[config.mk]
export PLATFORM = sky130hd
export DESIGN_NAME = snd_cpu_flat
export DESIGN_NICKNAME = d
export VERILOG_FILES = /design/src/common/snd_pkg.sv /design/src/common/snd_bus_if.sv /design/src/hw/snd_cpu/snd_cpu.sv /design/src/flat_wrapper.sv
export VERILOG_INCLUDE_DIRS = /design/src /design/src/common
export SDC_FILE = /design/constraint.sdc
export NUM_CORES = 1
export LEC_CHECK = 0
export BUFFER_PORTS_ARGS = -buffer_cell sky130_fd_sc_hd__buf_2
export CAP_MARGIN = 20
export CORE_MARGIN = 2
export CORE_UTILIZATION = 63
export CTS_CLUSTER_SIZE = 40
export DETAILED_ROUTE_END_ITERATION = 10
export PLACE_DENSITY = 0.86
export SLEW_MARGIN = 20
export SYNTH_ARGS = -nofsm -noshare
export SYNTH_HDL_FRONTEND = slang
export SYNTH_SLANG_ARGS = --single-unit
export TNS_END_PERCENT = 10
[constraint.sdc]
create_clock -name clk -period 3.24 [get_ports clk]
set_input_delay 0.162 -clock clk [delete_from_list [all_inputs] [get_ports clk]]
set_output_delay 0.162 -clock clk [all_outputs]
set_load 0.05 [all_outputs]
[src/common/snd_params.svh]
//********************************************************************
// sound board constants, shared by the cpu, glue and tone blocks
// the sample divider counts cen_tone strobes and must be at least 2
//********************************************************************

`ifndef SND_PARAMS_SVH
`define SND_PARAMS_SVH

// cpu program counter reset value, start of the rom window
`define SND_ROM_BASE   16'h8000

// work ram address width, 2K by 8
`define SND_RAM_AW     11

// cen_tone strobes per output sample
`define SND_SAMPLE_DIV 8

// amplitude byte to 16-bit sample
`define SND_AMP_SHIFT  7

`endif

[src/common/snd_pkg.sv]
//********************************************************************
// shared types of the sound board
// opcodes outside opcode_e run as no-operation in the cpu
//********************************************************************

package snd_pkg;

    // sound cpu sequencer
    typedef enum logic [2:0] {
        FETCH,      // opcode byte
        OPER_LO,    // first operand byte
        OPER_HI,    // second operand byte
        EXEC,       // single data access
        WAIT_IRQ    // parked until the latch irq
    } cpu_state_e;

    // accumulator machine opcodes
    typedef enum logic [7:0] {
        LDI = 8'h01,  // acc = imm
        LDA = 8'h02,  // acc = mem[addr16]
        STA = 8'h03,  // mem[addr16] = acc
        XRI = 8'h04,  // acc ^= imm
        JMP = 8'h05,  // pc = addr16
        WAI = 8'h06   // wait for irq_pend
    } opcode_e;

    // cpu address map regions
    typedef enum logic [2:0] {
        REG_ROM,    // a15 set
        REG_RAM,    // a14..a11 = 0
        REG_LATCH,  // a14..a11 = 2, main cpu latch
        REG_TONE,   // a14..a11 = 5, write only
        REG_NONE    // unmapped, reads ff
    } region_e;

endpackage

[src/common/snd_bus_if.sv]
//********************************************************************
// sound cpu bus, one access at a time
// an access ends on the clock where step is high, no other handshake
//********************************************************************

interface snd_bus_if;

    logic [15:0] addr;   // cpu address
    logic [ 7:0] wdata;  // store data
    logic        we;     // write strobe, held for the whole access
    logic [ 7:0] rdata;  // read data from the glue mux
    logic        step;   // bus cycle completes

    modport cpu (
        output addr,
        output wdata,
        output we,
        input  rdata,
        input  step
    );

    modport glue (
        input  addr,
        input  wdata,
        input  we,
        output rdata,
        output step
    );

endinterface

[src/hw/snd_cpu/snd_cpu.sv]
//********************************************************************
// small accumulator cpu in place of the 6809 with little endian operands
// advances only on bus.step so rom wait and cen pacing come from glue
// snd_rstb holds only this block in reset
//********************************************************************

`include "snd_params.svh"

module snd_cpu (
    input  logic   clk,
    input  logic   rst_n,
    input  logic   snd_rstb,   // active low reset from the main cpu
    input  logic   irq_pend,   // edge latched in the glue
    snd_bus_if.cpu bus
);
    import snd_pkg::*;

    cpu_state_e  state;
    logic [15:0] pc;
    logic [15:0] opr;       // address operand of LDA/STA/JMP
    logic [ 7:0] acc;
    opcode_e     op;
    opcode_e     fetch_op;  // opcode byte as seen on the bus
    logic        cpu_rst;

    assign cpu_rst  = !rst_n || !snd_rstb;
    assign fetch_op = opcode_e'(bus.rdata);

    // only EXEC puts a data address on the bus
    assign bus.addr  = (state == EXEC) ? opr : pc;
    assign bus.wdata = acc;
    assign bus.we    = (state == EXEC) && (op == STA);

    // sequencer and program counter
    always_ff @(posedge clk) begin
        if (cpu_rst) begin
            state <= FETCH;
            pc    <= `SND_ROM_BASE;
        end else if (bus.step) begin
            case (state)
                FETCH: begin
                    pc <= pc + 16'd1;
                    case (fetch_op)
                        LDI, XRI, LDA, STA, JMP: state <= OPER_LO;
                        WAI:                     state <= WAIT_IRQ;
                        default:                 state <= FETCH;  // nop
                    endcase
                end
                OPER_LO: begin
                    pc <= pc + 16'd1;
                    // immediates finish here
                    if (op == LDI || op == XRI) begin
                        state <= FETCH;
                    end else begin
                        state <= OPER_HI;
                    end
                end
                OPER_HI: begin
                    if (op == JMP) begin
                        pc    <= {bus.rdata, opr[7:0]};  // target complete
                        state <= FETCH;
                    end else begin
                        pc    <= pc + 16'd1;
                        state <= EXEC;
                    end
                end
                EXEC: begin
                    state <= FETCH;  // load or store done
                end
                WAIT_IRQ: begin
                    if (irq_pend) begin
                        state <= FETCH;  // pc already past WAI
                    end
                end
                default: begin
                    state <= FETCH;
                end
            endcase
        end
    end

    // accumulator, opcode and operand registers
    always_ff @(posedge clk) begin
        if (cpu_rst) begin
            op  <= opcode_e'(8'h00);
            opr <= 16'h0000;
            acc <= 8'h00;
        end else if (bus.step) begin
            case (state)
                FETCH: begin
                    op <= fetch_op;
                end
                OPER_LO: begin
                    opr[7:0] <= bus.rdata;
                    if (op == LDI) begin
                        acc <= bus.rdata;
                    end else if (op == XRI) begin
                        acc <= acc ^ bus.rdata;
                    end
                end
                OPER_HI: begin
                    opr[15:8] <= bus.rdata;
                end
                EXEC: begin
                    if (op == LDA) begin
                        acc <= bus.rdata;
                    end
                end
                default: begin
                end
            endcase
        end
    end

    // program must never store into the rom window
    a_no_rom_write: assert property (
        @(posedge clk) disable iff (cpu_rst)
        bus.we |-> !bus.addr[15]
    ) else $error("sound cpu store to rom address %h", bus.addr);

endmodule

[src/flat_wrapper.sv]
// flat-port wrapper written by rule: the top's interface ports become plain ports
module snd_cpu_flat import snd_pkg::*;
  (clk, rst_n, snd_rstb, irq_pend, bus_addr, bus_wdata, bus_we, bus_rdata, bus_step);
  snd_bus_if bus_i ();
  input  logic clk;
  input  logic rst_n;
  input  logic snd_rstb;
  input  logic irq_pend;
  output wire logic [$bits(bus_i.addr)-1:0] bus_addr;
  output wire logic [$bits(bus_i.wdata)-1:0] bus_wdata;
  output wire logic [$bits(bus_i.we)-1:0] bus_we;
  input wire logic [$bits(bus_i.rdata)-1:0] bus_rdata;
  input wire logic [$bits(bus_i.step)-1:0] bus_step;
  assign bus_addr = bus_i.addr;
  assign bus_wdata = bus_i.wdata;
  assign bus_we = bus_i.we;
  assign bus_i.rdata = bus_rdata;
  assign bus_i.step = bus_step;
  snd_cpu u_core (.clk(clk), .rst_n(rst_n), .snd_rstb(snd_rstb), .irq_pend(irq_pend), .bus(bus_i));
endmodule
# Yosys cells after proc, flatten, opt, wreduce, memory -nomap -nowiden

Index checks and enable logic that the tools add are counted.

Output and inout port bits: 25
Input port bits: 13
Flip-flop bits (word level): 51
Logic and storage cells: 54

Reductions and logical operators: 16
Muxes and demuxes: 12
Bitwise operators: 1
Equal/unequal tests: 18
Add/subtract/negate cells: 1

Operators with widths:

| operator                                              | count |
|---|---|
| equality test 8 x 3 -> 1 bit, second input constant   | 5 |
| equality test 8 x 2 -> 1 bit, second input constant   | 4 |
| 2-to-1 mux 16 bit                                     | 2 |
| case mux 16 bit (2 select lines)                      | 1 |
| 2-to-1 mux 8 bit                                      | 3 |
| adder 16 x 1 -> 16 bit, second input constant         | 1 |
| equality test 8 x 1 -> 1 bit, second input constant   | 2 |
| case mux 8 bit (2 select lines)                       | 1 |
| case mux 3 bit (4 select lines)                       | 1 |
| AND reduction 2 bit                                   | 5 |
| XOR 8 bit                                             | 1 |
| equality test 3 x 2 -> 1 bit, second input constant   | 2 |
| case mux 3 bit (2 select lines)                       | 1 |
| OR reduction 5 bit                                    | 1 |
| 2-to-1 mux 2 bit                                      | 2 |
| inequality test 2 bit, second input constant          | 2 |
| AND reduction 4 bit                                   | 1 |
| nonzero test 2 bit                                    | 2 |
| equality test 3 x 1 -> 1 bit, second input constant   | 1 |
| equality test 3 bit, second input constant            | 1 |
| logical NOT 3 bit                                     | 1 |
| 2-to-1 mux 3 bit                                      | 1 |
| inequality test 3 x 1 -> 1 bit, second input constant | 1 |
| logical NOT 1 bit                                     | 2 |
| other kinds (3)                                       | 4 |

# Depth between registers and ports, before layout

Depth in word-level cells: 4
Gate-level depth with buffers: 7

# Worst setup path after synthesis

OpenSTA, ideal clock, no wires.

Kind: reg-to-output
Start: register u_core.state[1]
End: output port bus_we
Path slack: 0.318 ns
Cell stages (with the launch flop): 6
Arrival: 2.760 ns
Path buffers: 3
Required time: 3.078 ns
Cells stage by stage: dfxtp_1 clkbuf_1 nand3b_1 clkbuf_1 buf_2 nor4_1

Longest elaborated chain between the ends: 2

Ends and longest elaborated chain:

| element                      | RTL line           | source |
|---|---|---|
| start, declared              | snd_cpu.sv:18      | `cpu_state_e state;` |
| start signal, assigned       | snd_cpu.sv:37      | `state <= FETCH;` |
| start signal, assigned       | snd_cpu.sv:44      | `LDI, XRI, LDA, STA, JMP: state <= OPER_LO;` |
| start signal, assigned       | snd_cpu.sv:45      | `WAI: state <= WAIT_IRQ;` |
| equality test 3 x 2 -> 1 bit | snd_cpu.sv:32      | `assign bus.we = (state == EXEC) && (op == STA);` |
| logical AND 1 bit            | snd_cpu.sv:32      |  |
| end, declared                | flat_wrapper.sv:11 | `output wire logic [$bits(bus_i.we)-1:0] bus_we;` |

No other way between the ends.

# Worst setup path in the final report

Start: register u_core.op[4]
End: register u_core.pc[13]

Longest elaborated chain between the ends: 3

Ends and longest elaborated chain:

| element                          | RTL line      | source |
|---|---|---|
| start, declared                  | snd_cpu.sv:22 | `opcode_e op;` |
| start signal, assigned           | snd_cpu.sv:85 | `op <= opcode_e'(8'h00);` |
| start signal, assigned           | snd_cpu.sv:91 | `op <= fetch_op;` |
| equality test 8 x 3 -> 1 bit     | snd_cpu.sv:59 | `if (op == JMP) begin` |
| 2-to-1 mux 16 bit                | snd_cpu.sv:59 |  |
| case mux 16 bit (2 select lines) | snd_cpu.sv:40 | `case (state)` |
| end signal, assigned             | snd_cpu.sv:42 | `pc <= pc + 16'd1;` |
| end signal, assigned             | snd_cpu.sv:60 | `pc <= {bus.rdata, opr[7:0]};` |
| end signal, assigned             | snd_cpu.sv:63 | `pc <= pc + 16'd1;` |
| end, declared                    | snd_cpu.sv:19 | `logic [15:0] pc;` |

No other way between the ends.
A chain may end at the register's enable or synchronous reset.

==> results summary <==
The flow ran to the end, and the final reports show no timing, DRC or antenna violations. The sequential share of power is 57.6%. The worst-case IR drop observed on VDD is 208 uV. The pre-CTS setup slack came out at 0.862 ns. The power consumption is 1.11 mW.

In this run the vertical extent of the chip is 73.7 um. Clock tree synthesis inserted a total of 5 buffers. The first-pass GRT wire length came out at 13.6 mm. The worst endpoint data arrival time came out at 2.66 ns. Synthesis inferred 51 register bits. The post-synthesis instance area came out at 3060 sq um. The total of warnings raised by yosys came out at 0. The class of the tightest hold or removal check is primary input to flip-flop. The most common flop cell mapped by yosys is dfxtp_1. In the global route stage, overall resource usage came out at 32.2%.

The TritonCTS clock tree is done. The critical path in this run is classified as flip-flop to flip-flop. The root buffer selected by CTS is clkbuf_8. The worst clock skew is 0.00725 ns. Detailed placement finished with a half-perimeter wire length of 5.75 mm. Setup repair after global routing left no endpoint under its margin.

For this block, wires on met1 add up to 3.39 mm. The max-cap violation count came out at 0. The final antenna-violating net count is 0.

The DRC violation total after the first TritonRoute iteration is 391. The total global routing overflow came out at 0. The weighted congestion at the end of routability-driven global placement came out at 0.904.

For this design the total switching power over the nets is 0.299 mW. The maximum frequency from static timing analysis is 406 MHz. After detailed routing, the average wire length per cell comes to 18.0 um. For the worst setup path, the data required time is 3.44 ns. The die is 73.7 um wide.

The count of final max-slew check failures came out at 0. The area overhead of the layout relative to synthesis came out at 8.18%. The transition time at the pin with the least slew margin came out at 0.884 ns.

The switching share of power came out at 27.0%. The H-tree was split into 2 levels. The top cell types in the final layout, fill and taps aside, are 68 x nand2_1, 51 x dfxtp_1, 37 x buf_2.

The routed wire length is 8.48 mm. The net count after synthesis came out at 411. The worst setup path is launched from a flip-flop. In this run the top signal layer used is met4. The number of antenna diodes in the final layout is 0. For this run, asynchronously set or reset flops after synthesis account for 0%.

The minimum period implied by the final worst setup slack came out at 2.46 ns. The final layout contains 430 nets. The maximum fanout count along the critical path is 14.

The post-synthesis average cell area came out at 7.70 sq um. In this run the count of I/O pins placed on the die edge is 38. The count of flip-flops with a built-in enable after synthesis came out at 0. The portion of the clock cycle consumed by the worst path in the final layout came out at 75.9%.

The initial utilization of the core area, before any placement, comes to 65.2%. The number of sinks handled by clock tree synthesis came out at 51. The portion of total power attributed to the clock network is 33.3%.

The combinational fraction of design power came out at 9.1%. Of the synthesized area, sequential elements account for 33.4%. The sum of met3 wire segment lengths after detailed routing is 707 um.

The first detailed-routing pass ran for 6 iterations. The nature of the critical path endpoint is a flip-flop. The share of final-layout standard cells stronger than drive strength 1 came out at 17.0%. The number of vias in the routed layout is 3216.

The number of standard cells after synthesis came out at 397. The number of global-route vias before repair came out at 2831. The total instance count after detailed placement came out at 463. The clock slew seen by the registers of the worst setup and hold paths came out at 0.10 ns. In this run the static leakage power is 1.25 nW. Gates resized during post-CTS repair numbered 0. The number of hold buffers added after CTS came out at 0.

The full die area came out at 5430 sq um. The core box area came out at 4690 sq um. The number of DRC violations after detailed routing came out at 0. The non-filler instance count after layout came out at 471. The sum of met2 wire segment lengths after detailed routing is 4.01 mm. The worst pin sits at a relative slew slack of 40.6%. The count of final hold-check violations is 0.

The library cell used most frequently in the layout, excluding fill and tap cells, is nand2_1. In this run, distinct cell masters in the synthesized netlist total 53. After clock tree synthesis, the setup repair step added 0 buffers.

The worst-case clock buffer depth came out at 2. The detail-routed via count per cell is 6.83. Entering global routing, the biggest net connects 25 pins.

The source-to-sink clock delay at the later pin of the worst-skew pair is 0.31 ns. The setup total negative slack is 0 ns. The initial antenna violation count came to 0. The port buffer count came out at 37. The row count came out at 25. The final-report setup violation count is 0.

The worst-case setup margin in the final layout came out at 0.780 ns. The power per cell area came out at 335 nW/um^2. The internal cell power is 0.808 mW.
power groups by stage:
stage,Clock (mW),Sequential [mW],Combinational (mW)
2_1_floorplan,0,0.650,0.0641
3_3_place_gp,0,0.652,0.0942
3_5_place_dp,0,0.652,0.0958
4_1_cts,0.373,0.638,0.0969
5_1_grt,0.401,0.639,0.107
6_report,0.369,0.638,0.100
cells in the mapped netlist, types with 3 or more instances:
cell,instances,area share (%)
a211oi_1,8,2.0
and2_1,3,0.61
o22ai_1,12,2.5
a22oi_1,8,2.0
nand2_1,68,8.3
nand3_1,9,1.5
and4_1,3,0.86
mux2_2,16,5.9
nand3b_1,3,0.74
buf_2,4,0.65
or3_1,7,1.4
o32ai_1,9,2.6
mux2i_1,12,3.9
nor3_1,8,1.3
inv_1,11,1.4
clkbuf_1,25,3.1
dfxtp_1,51,33
nand4_1,10,2.0
a31oi_1,3,0.61
a21oi_1,35,5.7
nand2b_1,11,2.3
nor4_1,18,3.7
nor2_1,23,2.8
or4_1,4,0.98
layout make-up:
class                      instances  area, sq um
multi-input combinational        305         1870
fill                             398         1380
sequential                        51         1020
timing repair buffer              42          223
clock buffer                       6         72.6
tap                               54         67.6
inverter                          11         41.3
clock inverter                     2         12.5
critical path, cell delays in order, from the launching register on:
cell      delay [ns]
dfxtp_1         0.46
nor4_2          0.41
nand4b_1        0.68
and4_1          0.45
or3_1           0.35
registers in the layout, summed over array words and instances, names as in the netlist:
signal            flops
u_core.op             8
u_core.state          3
u_core.pc            16
u_core.opr           16
u_core.bus.wdata      8
stage by stage:
step	hold slack [ns]	utilization, %	cell area, sq um
global placement	0.441	68.7	3220
finish	0.156	70.5	3310
detailed placement	0.447	68.7	3220
CTS	0.142	70.5	3310
global route	0.144	70.5	3310
floorplan	0.298	-	3060
cells by family after synthesis:
| logic type | Yosys count | synth area share [%] |
|---|---|---|
| AOI/OAI and AO/OA | 92 | 19.6 |
| adders and majority gates | 1 | 0.409 |
| buffers and inverters | 41 | 5.44 |
| DFF | 51 | 33.4 |
| muxes | 28 | 9.82 |
| and+or+nand+nor | 184 | 31.3 |
layer usage:
| metal | up-vias | GRT usage (%) |
|---|---|---|
| met5 | - | 0 |
| met4 | 0 | 15.6 |
| met3 | 48 | 7.27 |
| met2 | 184 | 51.1 |
| met1 | 1478 | 41.2 |
| li1 | 1506 | - |
final timing paths:
kind / start / endpoint / slack (ns) / depth (start not counted)
worst max-delay path: u_core.op[4] / u_core.pc[13] / 0.78 / 4
worst min-delay path: bus_rdata[2] / u_core.opr[10] / 0.16 / 3
worst max register to register: u_core.op[4] / u_core.pc[13] / 0.78 / 4
worst min register to register: u_core.opr[13] / u_core.opr[13] / 0.46 / 2
(Power assumes the default switching activity.)
