===== src/common/snd_params.svh =====
//********************************************************************
// sound board constants, shared by the cpu, glue and tone blocks
// the sample divider counts cen_tone strobes and must be at least 2
//********************************************************************

`ifndef SND_PARAMS_SVH
`define SND_PARAMS_SVH

// cpu program counter reset value, start of the rom window
`define SND_ROM_BASE   16'h8000

// work ram address width, 2K by 8
`define SND_RAM_AW     11

// cen_tone strobes per output sample
`define SND_SAMPLE_DIV 8

// amplitude byte to 16-bit sample
`define SND_AMP_SHIFT  7

`endif


===== src/hw/snd_tone/snd_tone.sv =====
//********************************************************************
// two channel square wave, stands in for the fm chip
// reg 0 period, reg 1 left amp, reg 2 right amp, reg 3 ignored
// no back-pressure, one sample per SND_SAMPLE_DIV cen_tone strobes
//********************************************************************

`include "snd_params.svh"

module snd_tone (
    input  logic               clk,
    input  logic               rst_n,
    input  logic               cen_tone,
    input  logic               tone_we,
    input  logic [ 1:0]        tone_sel,
    input  logic [ 7:0]        tone_wdata,
    output logic signed [15:0] left,
    output logic signed [15:0] right,
    output logic               sample     // one clock pulse
);
    localparam int DIV_W = $clog2(`SND_SAMPLE_DIV);

    logic [7:0]        period;
    logic [7:0]        amp_l;
    logic [7:0]        amp_r;
    logic [DIV_W-1:0]  div_cnt;
    logic [7:0]        per_cnt;
    logic              phase;
    logic              tick;      // sample due this clock
    logic signed [15:0] mag_l;
    logic signed [15:0] mag_r;

    assign tick  = cen_tone && (div_cnt == DIV_W'(`SND_SAMPLE_DIV - 1));
    assign mag_l = 16'(amp_l) << `SND_AMP_SHIFT;  // max 7f80, stays positive
    assign mag_r = 16'(amp_r) << `SND_AMP_SHIFT;

    // register file
    always_ff @(posedge clk) begin
        if (!rst_n) begin
            period <= 8'd0;
            amp_l  <= 8'd0;
            amp_r  <= 8'd0;
        end else if (tone_we) begin
            case (tone_sel)
                2'd0:    period <= tone_wdata;
                2'd1:    amp_l  <= tone_wdata;
                2'd2:    amp_r  <= tone_wdata;
                default: begin
                end
            endcase
        end
    end

    // divider, period counter and output samples
    always_ff @(posedge clk) begin
        if (!rst_n) begin
            div_cnt <= '0;
            per_cnt <= 8'd0;
            phase   <= 1'b0;
            sample  <= 1'b0;
            left    <= 16'sd0;
            right   <= 16'sd0;
        end else begin
            sample <= tick;
            if (cen_tone) begin
                div_cnt <= tick ? '0 : div_cnt + 1'b1;
            end
            if (tick) begin
                if (per_cnt == period) begin
                    per_cnt <= 8'd0;
                    phase   <= !phase;  // half wave every period+1 samples
                end else begin
                    per_cnt <= per_cnt + 8'd1;
                end
                left  <= phase ? mag_l : -mag_l;  // both channels share phase
                right <= phase ? mag_r : -mag_r;
            end
        end
    end

endmodule


===== config.mk =====
export PLATFORM = sky130hd
export DESIGN_NAME = snd_tone
export DESIGN_NICKNAME = d
export VERILOG_FILES = /design/src/hw/snd_tone/snd_tone.sv
export VERILOG_INCLUDE_DIRS = /design/src /design/src/common
export SDC_FILE = /design/constraint.sdc
export NUM_CORES = 1
export LEC_CHECK = 0
export ABC_AREA = 0
export BUFFER_PORTS_ARGS = -buffer_cell sky130_fd_sc_hd__clkbuf_2
export CORE_MARGIN = 2
export CORE_UTILIZATION = 55
export CTS_CLUSTER_DIAMETER = 30
export CTS_CLUSTER_SIZE = 30
export DETAILED_ROUTE_END_ITERATION = 16
export PLACE_DENSITY = 0.77
export SYNTH_ARGS = -nofsm -noshare
export SYNTH_HDL_FRONTEND = slang
export SYNTH_SLANG_ARGS = --single-unit

===== constraint.sdc =====
create_clock -name clk -period 2.2 [get_ports clk]
set_input_delay 0 -clock clk [delete_from_list [all_inputs] [get_ports clk]]
set_output_delay 0 -clock clk [all_outputs]
set_load 0.05 [all_outputs]

# Word level (Yosys, flattened, before mapping)
# Index checks and enable logic that the tools add are counted.
# word_totals
register_bits	69
out_inout_bits	33
inputBits	14
wordCells	28
# classes
eq_ne	4
reduce_logical	7
add_sub_neg	4
mux	4
# ops
op	count
$mux W16	2
$neg A15 Y16	2
$add A8 B1 Y8 const B	1
$eq A8 B8 Y1	1
$mux W8	1
$reduce_and A2 Y1	4
$add A3 B1 Y3 const B	1
$eq A3 B3 Y1 const B	1
$mux W3	1
$eq A2 B1 Y1 const B	1
$eq A2 B2 Y1 const B	1
$logic_not A2 Y1	1
$logic_and A1 B1 Y1	1
$logic_not A1 Y1	1

# Logic depth before layout (Yosys ltp)
# Gate-level depths: netlist of the first run.
# logic_depth
depth_word	3
mapped_depth	7
mapped_depth_nobuf	6

# Least setup slack after synthesis of the first run
# OpenSTA, ideal clock, no wires.
# synth_path
path_type	reg2reg
from	reg div_cnt[0]
to	reg phase
setup_slack_ns	0.549
arrival_ns	1.581
path_stages_with_launch	8
n_path_buf	1
setup_time_ns	0.070
t_required_ns	2.130
period_less_slack_ns	1.651
cell_sequence	dfxtp_1 ha_1 ha_1 and2_1 buf_4 nand2_2 or4_1 a21oi_1
# synth_between
elab_chain_cells	3
# synth_lines
element	line_no	rtl
from (decl)	snd_tone.sv:25	logic [DIV_W-1:0] div_cnt;
from (signal assigned)	snd_tone.sv:65	div_cnt <= tick ? '0 : div_cnt + 1'b1;
$eq A3 B3 Y1	snd_tone.sv:32	assign tick = cen_tone && (div_cnt == DIV_W'(`SND_SAMPLE_DIV - 1));
$logic_and A1 B1 Y1	snd_tone.sv:32	
$reduce_and A2 Y1 (no line)	-	
to (signal assigned)	snd_tone.sv:70	phase <= !phase;
to (decl)	snd_tone.sv:27	logic phase;
# No other way between the ends.
# A chain may end at the register's enable or synchronous reset.

# Worst setup path in the final report of the first run
# layout_path
from	reg div_cnt[0]
to	reg per_cnt[4]
# layout_between
elab_chain_cells	2
# layout_lines
element	line_no	rtl
$eq A3 B3 Y1	snd_tone.sv:32	
$logic_and A1 B1 Y1	snd_tone.sv:32	
to (signal assigned)	snd_tone.sv:72	per_cnt <= per_cnt + 8'd1;
to (decl)	snd_tone.sv:26	logic [7:0] per_cnt;
# No other way between the ends.

==> results of run 1 <==
[report_power, final]
group	leakage [nW]	switching, mW	internal [mW]
Clock	0.0412	0.324	0.223
Combinational	0.681	0.144	0.0855
Sequential	0.445	0.0202	1.01
Total	1.17	0.489	1.32
[how the worst min path moves through the flow]
| stage | end | slack (ns) | cells after the start |
|---|---|---|---|
| final | left[14] | 0.04 | 3 |
| after global routing | left[14] | 0.03 | 3 |
| after CTS | left[14] | 0.03 | 3 |
| after detailed placement | amp_l[5] | 0.28 | 3 |
| after global placement | amp_l[5] | 0.27 | 3 |
| after floorplan | left[12] | 0.14 | 2 |
[cell type report]
class / count / area [um2]
fill: 375 / 1562
multi-input combinational: 203 / 1246
sequential: 55 / 1101
timing repair buffer: 44 / 272.8
clock buffer: 6 / 72.57
tap: 52 / 65.06
inverter: 6 / 22.52
clock inverter: 2 / 12.51
[cell usage in the layout, fill, tap and decap left out, types with 3 or more instances in the layout]
cell type                       count
sky130_fd_sc_hd__nor2_1            51
sky130_fd_sc_hd__dfxtp_1           55
sky130_fd_sc_hd__inv_1              6
sky130_fd_sc_hd__a21oi_1           19
sky130_fd_sc_hd__nand3_1            5
sky130_fd_sc_hd__nor3_1             9
sky130_fd_sc_hd__a211oi_1           6
sky130_fd_sc_hd__mux2i_1           27
sky130_fd_sc_hd__dlygate4sd3_1      9
sky130_fd_sc_hd__xnor2_1           23
sky130_fd_sc_hd__clkbuf_8           5
sky130_fd_sc_hd__or3_1              3
sky130_fd_sc_hd__conb_1            14
sky130_fd_sc_hd__buf_4              3
sky130_fd_sc_hd__nand2_1           12
sky130_fd_sc_hd__nand3b_1           3
sky130_fd_sc_hd__nor4_1             3
sky130_fd_sc_hd__clkbuf_2          32
sky130_fd_sc_hd__ha_1               5
sky130_fd_sc_hd__o21ai_0            9
[worst max-delay path: cells and delay by family, from the launching register on]
| kind | cells | cell delay [ns] |
|---|---|---|
| DFF | 1 | 0.36 |
| adders and majority gates | 2 | 0.36 |
| AOI/OAI and AO/OA | 1 | 0.57 |
| and+or+nand+nor | 3 | 0.36 |
[cells by family (layout without fill, tap and decap cells)]
| kind of cell | after synthesis | after routing |
|---|---|---|
| simple gates | 91 | 91 |
| fa+ha+maj | 5 | 5 |
| flops | 55 | 55 |
| mux | 27 | 27 |
| compound gates | 42 | 42 |
| xor+xnor | 24 | 24 |
| buf+inv | 34 | 58 |
| other cells | 1 | 14 |
[sequential cells by signal, indices dropped and copies added, names as in the netlist]
register,cells
phase,1
right,9
amp_l,8
amp_r,8
sample,1
per_cnt,8
div_cnt,3
left,9
period,8
[layer usage]
metal  routed length (um)  GRT usage (%)
met5                    0              0
met4                   98          8.805
met3                  228          4.782
met2                 2101          31.89
met1                 2366          28.37
[stage by stage]
step | cell area [um2] | hold WS, ns | instances
after detailed placement | 2618 | 0.2844 | 351
after CTS | 2793 | 0.02596 | 368
after floorplan | 2535 | 0.1384 | 292
final | 2793 | 0.03856 | 368
after global routing | 2793 | 0.03360 | 368
after global placement | 2618 | 0.2734 | 351
==> metrics list, run 1 <==
- Count of endpoints failing setup in the final report: 0
* Worst setup path start: div_cnt[0]
- In the routed design, unresolved DRC markers number 0.
* Most area-hungry cell type in the Yosys netlist: sky130_fd_sc_hd__dfxtp_1
- Worst setup path category: flop to flop
* Vias in the first global route: 1798
* Synth warnings: 0
- The first routing iteration left 157 violations.
* Data arrival time at the worst-slack endpoint: 1.96 ns
- Overflow after GRT: 0
- The synthesized netlist devotes 16.10% of its cell area to simple gates.
* Adder-cell area share of the yosys netlist: 2.516%
* Top cells by area, synth: sky130_fd_sc_hd__dfxtp_1 44%, sky130_fd_sc_hd__mux2i_1 11%, sky130_fd_sc_hd__xnor2_1 8.1%, sky130_fd_sc_hd__nor2_1 7.7%, sky130_fd_sc_hd__buf_4 4.5%
- TritonCTS built the clock tree.
* Final weighted congestion in routability-driven placement: 0.8034
- Counting flops with a built-in enable in the synthesized netlist gives 0.
- The startpoint identified for the worst register-to-register timing path is div_cnt[0].
- Total number of H-tree levels: 2
- The clock reaches the later pin of the worst-skew pair after 0.31 ns.
- The final count of pins violating max slew is 0.
* Detailed placer's ending HPWL: 3390 um
* Initial core utilization: 57.10%
- Summing the areas of all compound-gate instances in the mapped netlist gives 10.07% of the synthesized area.
- Actual transition at the worst max-transition pin: 0.6147 ns
* Height of the die: 71.23 um
- The final hold violation count was 0.
* Total of hold buffers inserted after clock tree synthesis: 9
- The floorplan step defined a core boundary enclosing 4354 um2.
* Number of instances in the synthesized netlist: 279
- Summing the sequential cell areas from Yosys gives 44.29% of the chip area.
- Ranked by instance count, the synthesized netlist is headed by 55 x sky130_fd_sc_hd__dfxtp_1, 51 x sky130_fd_sc_hd__nor2_1, 27 x sky130_fd_sc_hd__mux2i_1, 23 x sky130_fd_sc_hd__xnor2_1, 19 x sky130_fd_sc_hd__a21oi_1.
* Total via count in the routed design: 1948
- Compared with the post-synthesis result, the final layout area differs by 12.33%.
* IO Pins: 47
- Most used DFF post-synth: sky130_fd_sc_hd__dfxtp_1
* Global-route wire length before repair: 8293 um
* Routed wire per std cell: 13.03 um
* Inserted Diodes: 0
- Clk sink count: 55
- Crit-path most repeated cell: sky130_fd_sc_hd__ha_1
- For flop-to-flop paths, the worst setup slack is 0.42 ns.
- Across the run, the number of max-cap violations was 0.
- Peak per-stage delay on the critical path: 0.57 ns
* Core occupancy in the finished layout: 64.14%
- CTS buffer count: 5
* Number of gates resized after CTS: 0
* Total Wirelength: 4795 um
* First-pass iteration count of the detailed router: 4
- In this run the remaining antenna-violating nets after routing total 0.
* Overall global routing resource usage: 20.81%
- In the synthesized netlist, mux cells make up 10.87% of the area.
- Post-route fraction of the period consumed by the critical path: 80.86%
- At the worst endpoint, the required time is 2.38 ns.
- Entering global routing, the biggest net connects 33 pins.
* Largest family of logic cells by synthesized area: simple AND/OR/NAND/NOR gates
* Startpoint types: flop
- Crit path capture: per_cnt[4]
* Run status: complete, no violations
- Sort of element at the end of the critical path: flop
- In this run the most critical hold path is launched from rst_n.
- Clock-pin slew was measured on the worst setup and hold paths at 0.10 ns.
- Post-Place Setup Slack: 0.4256 ns
* DIE AREA: 5074 um2
- Worst max-slew margin expressed relative to the limit: 58.64%
- Share of async-settable or async-resettable flops after synthesis: 0%
* Final total negative setup slack: 0 ns
* Worst Slack Setup Final: 0.4210 ns
- The floorplan has 24 rows.
- Maximum vdd drop: 0.3129 mV
- Clock tree synthesis selected as its root buffer the cell sky130_fd_sc_hd__clkbuf_8.
- Setup repair after global routing left no endpoint under its margin.
* Largest fanout on the critical path: 8
- Vias per cell: 5.293
- Total chip power: 1.810 mW
* NumNets Final: 334
* Hold crit path type: input port to flop
- In this run the critical register-to-register path is captured at per_cnt[4].
* Number of post-CTS setup repair buffers: 0
* Horizontal die dimension: 71.23 um
* Pwr/cell area: 648.2 nW/um2
- Ordered list of cells on the worst path: ha_1 > ha_1 > and2_1 > nand2_2 > o31ai_2 > nor2_1
- The synthesized design devotes to its leading area cell type 44.29% of total area.
- Across the routed clock network, the largest skew measured is 0.005606 ns.
* Slowest cell on the critical path: sky130_fd_sc_hd__o31ai_2
* Port Buf Inserts: 32
- Achievable frequency: 562.1 MHz
* Path depth of the worst reg2reg path: 6
- Tmin final: 1.779 ns
- The longest clock path from root to sink contains 2 buffers.
- Most instantiated library cell after synthesis: sky130_fd_sc_hd__dfxtp_1
- Share of final-layout standard cells stronger than drive strength 1: 13.92%
- Library cells used by synthesis: 30
- Syn Std Cell Area: 2486 um2
- Synthesis inferred 55 register bits.
- The number of antenna violations at the first check in global routing was 0.
- Xor/xnor share of the synthesized area: 8.455%
- Averaged over all synthesized cells, the footprint is 8.911 um2.
- For this design the static power due to leakage is 1.167 nW.
Note: power is estimated with default switching activity, not from simulation.
==> inputs of run 2 (changes only) <==
--- a/config.mk
+++ b/config.mk
@@ -6,7 +6,7 @@
 export SDC_FILE = /design/constraint.sdc
 export NUM_CORES = 1
 export LEC_CHECK = 0
-export ABC_AREA = 0
+export ABC_AREA = 1
 export BUFFER_PORTS_ARGS = -buffer_cell sky130_fd_sc_hd__clkbuf_2
 export CORE_MARGIN = 2
 export CORE_UTILIZATION = 55
==> constraint.sdc (replaced) <==
create_clock -name clk -period 1.7 [get_ports clk]
set_input_delay 0 -clock clk [delete_from_list [all_inputs] [get_ports clk]]
set_output_delay 0 -clock clk [all_outputs]
set_load 0.05 [all_outputs]
==> run 2 against run 1 <==
Net effect: first-iteration DRC count decreased by 33%; sequential power increased by 31%; final area increased by 5.6%; critical endpoint is now per_cnt[3]; register-to-register slack got worse by 0.28 ns; total power increased by 42%; utilization decreased by 0.89 points; sequential cell count unchanged; non-clock buffer count decreased by 1; cell count increased by 20%; clock skew increased by 0.0027 ns; via count increased by 13%.
==> metrics list, run 2 <==
* End point of the worst hold path: amp_r[6] (was left[14])
- Detailed placer's ending HPWL: 3838 um (was 3390 um)
- Number of instances in the synthesized netlist: 350 (was 279)
- Ordered list of cells on the worst path: ha_1 > ha_2 > nand2_4 > nor2_1 > nand2_1 > nor2_2 > inv_2 > o21ai_4 > nor2_1 (was ha_1 > ha_1 > and2_1 > nand2_2 > o31ai_2 > nor2_1)
- Top cell type's share of synthesized area: 42.21% (was 44.29%)
* Total via count in the routed design: 2201 (was 1948)
- Most used DFF post-synth: sky130_fd_sc_hd__dfxtp_1 (unchanged)
* Total number of H-tree levels: 2 (unchanged)
- Worst Slack Setup Final: 0.1394 ns (was 0.4210 ns)
* Antenna viol nets, final: 0 (unchanged)
- Reg clk slew, reported paths: 0.09 ns (was 0.10 ns)
* Overflow after GRT: 0 (unchanged)
- Overall global routing resource usage: 20.19% (was 20.81%)
- Setup repair after global routing missed its margin: false (unchanged)
* Data arrival time at the worst-slack endpoint: 1.76 ns (was 1.96 ns)
* Final Max Tran Viols: 0 (unchanged)
- The synthesized area divided by synthesized cell count was 7.454 um2 (was 8.911 um2).
* IO Pins: 47 (unchanged)
* Max Cap Violations: 0 (unchanged)
- Largest fanout on the critical path: 7 (was 8)
- Post-route cell area: 2948 um2 (was 2793 um2)
* First-pass iteration count of the detailed router: 4 (unchanged)
- Most area-hungry cell type in the Yosys netlist: sky130_fd_sc_hd__dfxtp_1 (unchanged)
- The root buffer cell is sky130_fd_sc_hd__clkbuf_8 (unchanged).
* Most frequent standard cell in the layout excluding fill and tap cells: sky130_fd_sc_hd__dfxtp_1 (unchanged)
- The post-synth design cell area is 2609 um2 (was 2486 um2).
- Run status: complete, no violations (unchanged).
- Startpoint types: flop (unchanged)
- The starting density of the core was 55.97% (was 57.10%).
- Total Wirelength: 5089 um (was 4795 um)
* Core Footprint: 4661 um2 (was 4354 um2)
- The required time at the worst-slack endpoint came to 1.90 ns (was 2.38 ns).
- Top cell types by occurrence after synthesis: 55 x sky130_fd_sc_hd__dfxtp_1, 45 x sky130_fd_sc_hd__nor2_1, 43 x sky130_fd_sc_hd__nand2_1, 43 x sky130_fd_sc_hd__o21ai_0, 41 x sky130_fd_sc_hd__inv_1 (was 55 x sky130_fd_sc_hd__dfxtp_1, 51 x sky130_fd_sc_hd__nor2_1, 27 x sky130_fd_sc_hd__mux2i_1, 23 x sky130_fd_sc_hd__xnor2_1, 19 x sky130_fd_sc_hd__a21oi_1).
- The number of nets in the final layout is 405 (was 334).
* Port Buf Inserts: 32 (unchanged)
- The busiest layer in global routing was met2 (unchanged).
- The number of endpoints failing setup at the final stage is 0 (unchanged).
* Initial antenna violation count: 0 (unchanged)
- The slowest cell on the critical path was sky130_fd_sc_hd__dfxtp_2 (was sky130_fd_sc_hd__o31ai_2).
- Worst R2R End: per_cnt[3] (was per_cnt[4])
- The startpoint of the worst register-to-register path is div_cnt[0] (unchanged).
- The timing-limited maximum frequency came to 640.8 MHz (was 562.1 MHz).
* Number of flops mapped to enable cells by yosys: 0 (unchanged)
- Worst max-slew margin expressed relative to the limit: 66.15% (was 58.64%)
- Global routing usage on met3: 3.867% (was 4.782%)
- Non-filler instance count after layout: 441 (was 368)
* Setup slack of the worst register-to-register path: 0.14 ns (was 0.42 ns)
* Vias in the first global route: 1923 (was 1798)
- The number of buffers on the longest clock path was 2 (unchanged).
- The post-placement worst setup slack came to 0.09753 ns (was 0.4256 ns).
- The largest incremental delay on the critical path came to 0.35 ns (was 0.57 ns).
- The final critical delay including setup and external delays was 1.561 ns (was 1.779 ns).
* Height of the die: 72.87 um (was 71.23 um)
* Grt met2 use: 33.64% (was 31.89%)
- The worst-margin pin slew was 0.5064 ns (was 0.6147 ns).
* Static Leak: 1.352 nW (was 1.167 nW)
- The number of inserted diodes was 0 (unchanged).
* Global routing met1 resource utilization: 25.47% (was 28.37%)
- Maximum vdd drop: 0.4286 mV (was 0.3129 mV)
- CTS buffer count: 5 (unchanged)
- Core occupancy in the finished layout: 63.25% (was 64.14%)
* Number of synthesized register bits: 55 (unchanged)
- Path depth of the worst reg2reg path: 9 (was 6)
- Count of placed standard cells including taps: 426 (was 351)
* Worst setup path category: flop to flop (unchanged)
- The maximum number of pins on one net before global-route repair is 40 (was 33).
- The number of distinct library cells after synthesis came to 31 (was 30).
- TritonCTS clock tree: built (unchanged)
- Final total negative setup slack: 0 ns (unchanged)
- The clock tree skew after final layout was 0.008282 ns (was 0.005606 ns).
- Post-route fraction of the period consumed by the critical path: 91.80% (was 80.86%)
- Vias per cell: 4.991 (was 5.293)
- Crit-path most repeated cell: sky130_fd_sc_hd__nor2_1 (was sky130_fd_sc_hd__ha_1)
- DIE AREA: 5310 um2 (was 5074 um2)
- Top cells by area, synth: sky130_fd_sc_hd__dfxtp_1 42%, sky130_fd_sc_hd__o21ai_0 8.2%, sky130_fd_sc_hd__nor2_1 6.5%, sky130_fd_sc_hd__a21oi_1 6.3%, sky130_fd_sc_hd__nand2_1 6.2% (was sky130_fd_sc_hd__dfxtp_1 44%, sky130_fd_sc_hd__mux2i_1 11%, sky130_fd_sc_hd__xnor2_1 8.1%, sky130_fd_sc_hd__nor2_1 7.7%, sky130_fd_sc_hd__buf_4 4.5%)
- The post-placement cell area came to 2750 um2 (was 2618 um2).
- The insertion delay of the later-clocked pin in the worst-skew pair was 0.31 ns (about the same).
- The global placement routability congestion is 0.8041 (was 0.8034).
- The most repeated cell in the gate-level netlist after synthesis is sky130_fd_sc_hd__dfxtp_1 (unchanged).
* Pwr/cell area: 872.1 nW/um2 (was 648.2 nW/um2)
- Number of remaining DRC errors: 0 (unchanged)
- Hold crit path type: input port to flop (unchanged)
- Area delta synth->final: 13.00% (was 12.33%)
- The critical path capture point type is a flop (unchanged).
- The floorplan die width was 72.87 um (was 71.23 um).
- Share of async-settable or async-resettable flops after synthesis: 0% (unchanged)
- Final hold violation count: 0 (unchanged)
- Clk sink count: 55 (unchanged)
* Global-route wire length before repair: 8314 um (was 8293 um)
- The starting DRC count in detailed routing was 105 (was 157).
- The detailed-route wire length per cell came to 11.54 um (was 13.03 um).
- Std-Cell Rows: 25 (was 24)
- Synth warnings: 0 (unchanged)
- Most used cells in the layout excluding fill and tap cells: 53 x sky130_fd_sc_hd__dfxtp_1, 45 x sky130_fd_sc_hd__nor2_1, 43 x sky130_fd_sc_hd__nand2_1, 43 x sky130_fd_sc_hd__o21ai_0, 41 x sky130_fd_sc_hd__inv_1 (was 55 x sky130_fd_sc_hd__dfxtp_1, 51 x sky130_fd_sc_hd__nor2_1, 32 x sky130_fd_sc_hd__clkbuf_2).
- The share of synthesized area occupied by flip-flops and latches is 42.21% (was 44.29%).
* Depth of the worst hold-timing path: 3 (unchanged)
- Top Registers: left: 9 flops, right: 9 flops (unchanged).
- Hold_sp: tone_wdata[6] (was rst_n)
* Share of final-layout standard cells stronger than drive strength 1: 15.25% (was 13.92%)
-- run 2: cell count changes in the layout (fill, tap and decap cells not counted), moves of 4 or more --
cell	previous run	this run
sky130_fd_sc_hd__inv_1	6	41
sky130_fd_sc_hd__o21ai_0	9	43
sky130_fd_sc_hd__nand2_1	12	43
sky130_fd_sc_hd__mux2i_1	27	0
sky130_fd_sc_hd__xnor2_1	23	5
sky130_fd_sc_hd__a21oi_1	19	33
sky130_fd_sc_hd__xor2_1	1	9
sky130_fd_sc_hd__nand3_1	5	12
sky130_fd_sc_hd__nor2_1	51	45
sky130_fd_sc_hd__a211oi_1	6	1
sky130_fd_sc_hd__nor3_1	9	4
sky130_fd_sc_hd__nor2_2	0	4
sky130_fd_sc_hd__o211ai_1	0	4
-- run 2: report_power, final --
group / internal, mW / switching [mW] / total [mW]
Combinational: 0.105 / 0.226 / 0.331
Clock: 0.477 / 0.415 / 0.892
Sequential: 1.32 / 0.0247 / 1.35
Total: 1.91 / 0.665 / 2.57
-- run 2: cells by family (layout without fill, tap and decap cells) --
| kind of cell | count (synthesis) | after routing | share of synthesized area (%) |
|---|---|---|---|
| xor gates and xnor gates | 14 | 14 | 4.700 |
| other | 1 | 14 | 0.1437 |
| and+or+nand+nor | 116 | 116 | 19.23 |
| AOI/OAI and AO/OA | 88 | 88 | 18.18 |
| DFF | 55 | 55 | 42.21 |
| adders and majority gates | 5 | 5 | 2.398 |
| buffers and inverters | 71 | 95 | 13.14 |
-- run 2: cell type report --
class	instances	area, um2
clock buffer	6	82.58
clock inverter	2	35.03
fill	428	1713
inverter	44	165.2
multi-input combinational	237	1221
sequential	55	1104
tap	54	67.56
timing repair buffer	43	272.8
-- run 2: metrics by stage --
stage                     total power [mW]  hold slack [ns]
after floorplan                      1.651           0.1001
after global placement               1.685           0.2617
after detailed placement             1.692           0.2630
after CTS                            2.579          0.03209
after global routing                 2.674          0.04691
final                                2.571          0.02977
-- run 2: critical path: cells and delay by family (launching register included) --
family / cells / cell delay [ns]
AND/OR/NAND/NOR: 5 / 0.45
buffers and inverters: 1 / 0.07
flip-flops: 1 / 0.35
AO/OA/AOI/OAI: 1 / 0.23
adder cells (fa/ha/maj): 2 / 0.35
-- run 2: worst max-delay path by stage --
| stage | depth (start not counted) | from | endpoint | slack (ns) |
|---|---|---|---|---|
| global route | 9 | div_cnt[1] | per_cnt[4] | 0.003 |
| finish | 9 | div_cnt[0] | per_cnt[3] | 0.14 |
| global placement | 9 | div_cnt[0] | per_cnt[6] | 0.17 |
| detailed placement | 9 | div_cnt[0] | per_cnt[3] | 0.1 |
| floorplan | 9 | div_cnt[0] | per_cnt[0] | 0.32 |
| CTS | 9 | div_cnt[0] | per_cnt[7] | 0.07 |
-- run 2: metal layers --
metal | part of all wire (%) | up-vias | wire length (um)
li1 | - | 1171 | -
met1 | 47 | 958 | 2410
met2 | 46 | 62 | 2350
met3 | 4.4 | 10 | 225
met4 | 2.0 | 0 | 103
met5 | 0 | - | 0
-- run 2: timing repair --
action                                  in CTS  in global routing
endpoints found under the hold margin        8                  0
endpoints found under the setup margin       0                  9
hold buffers                                 7                  0
setup buffers                                0                  0
resized for setup                            0                  4
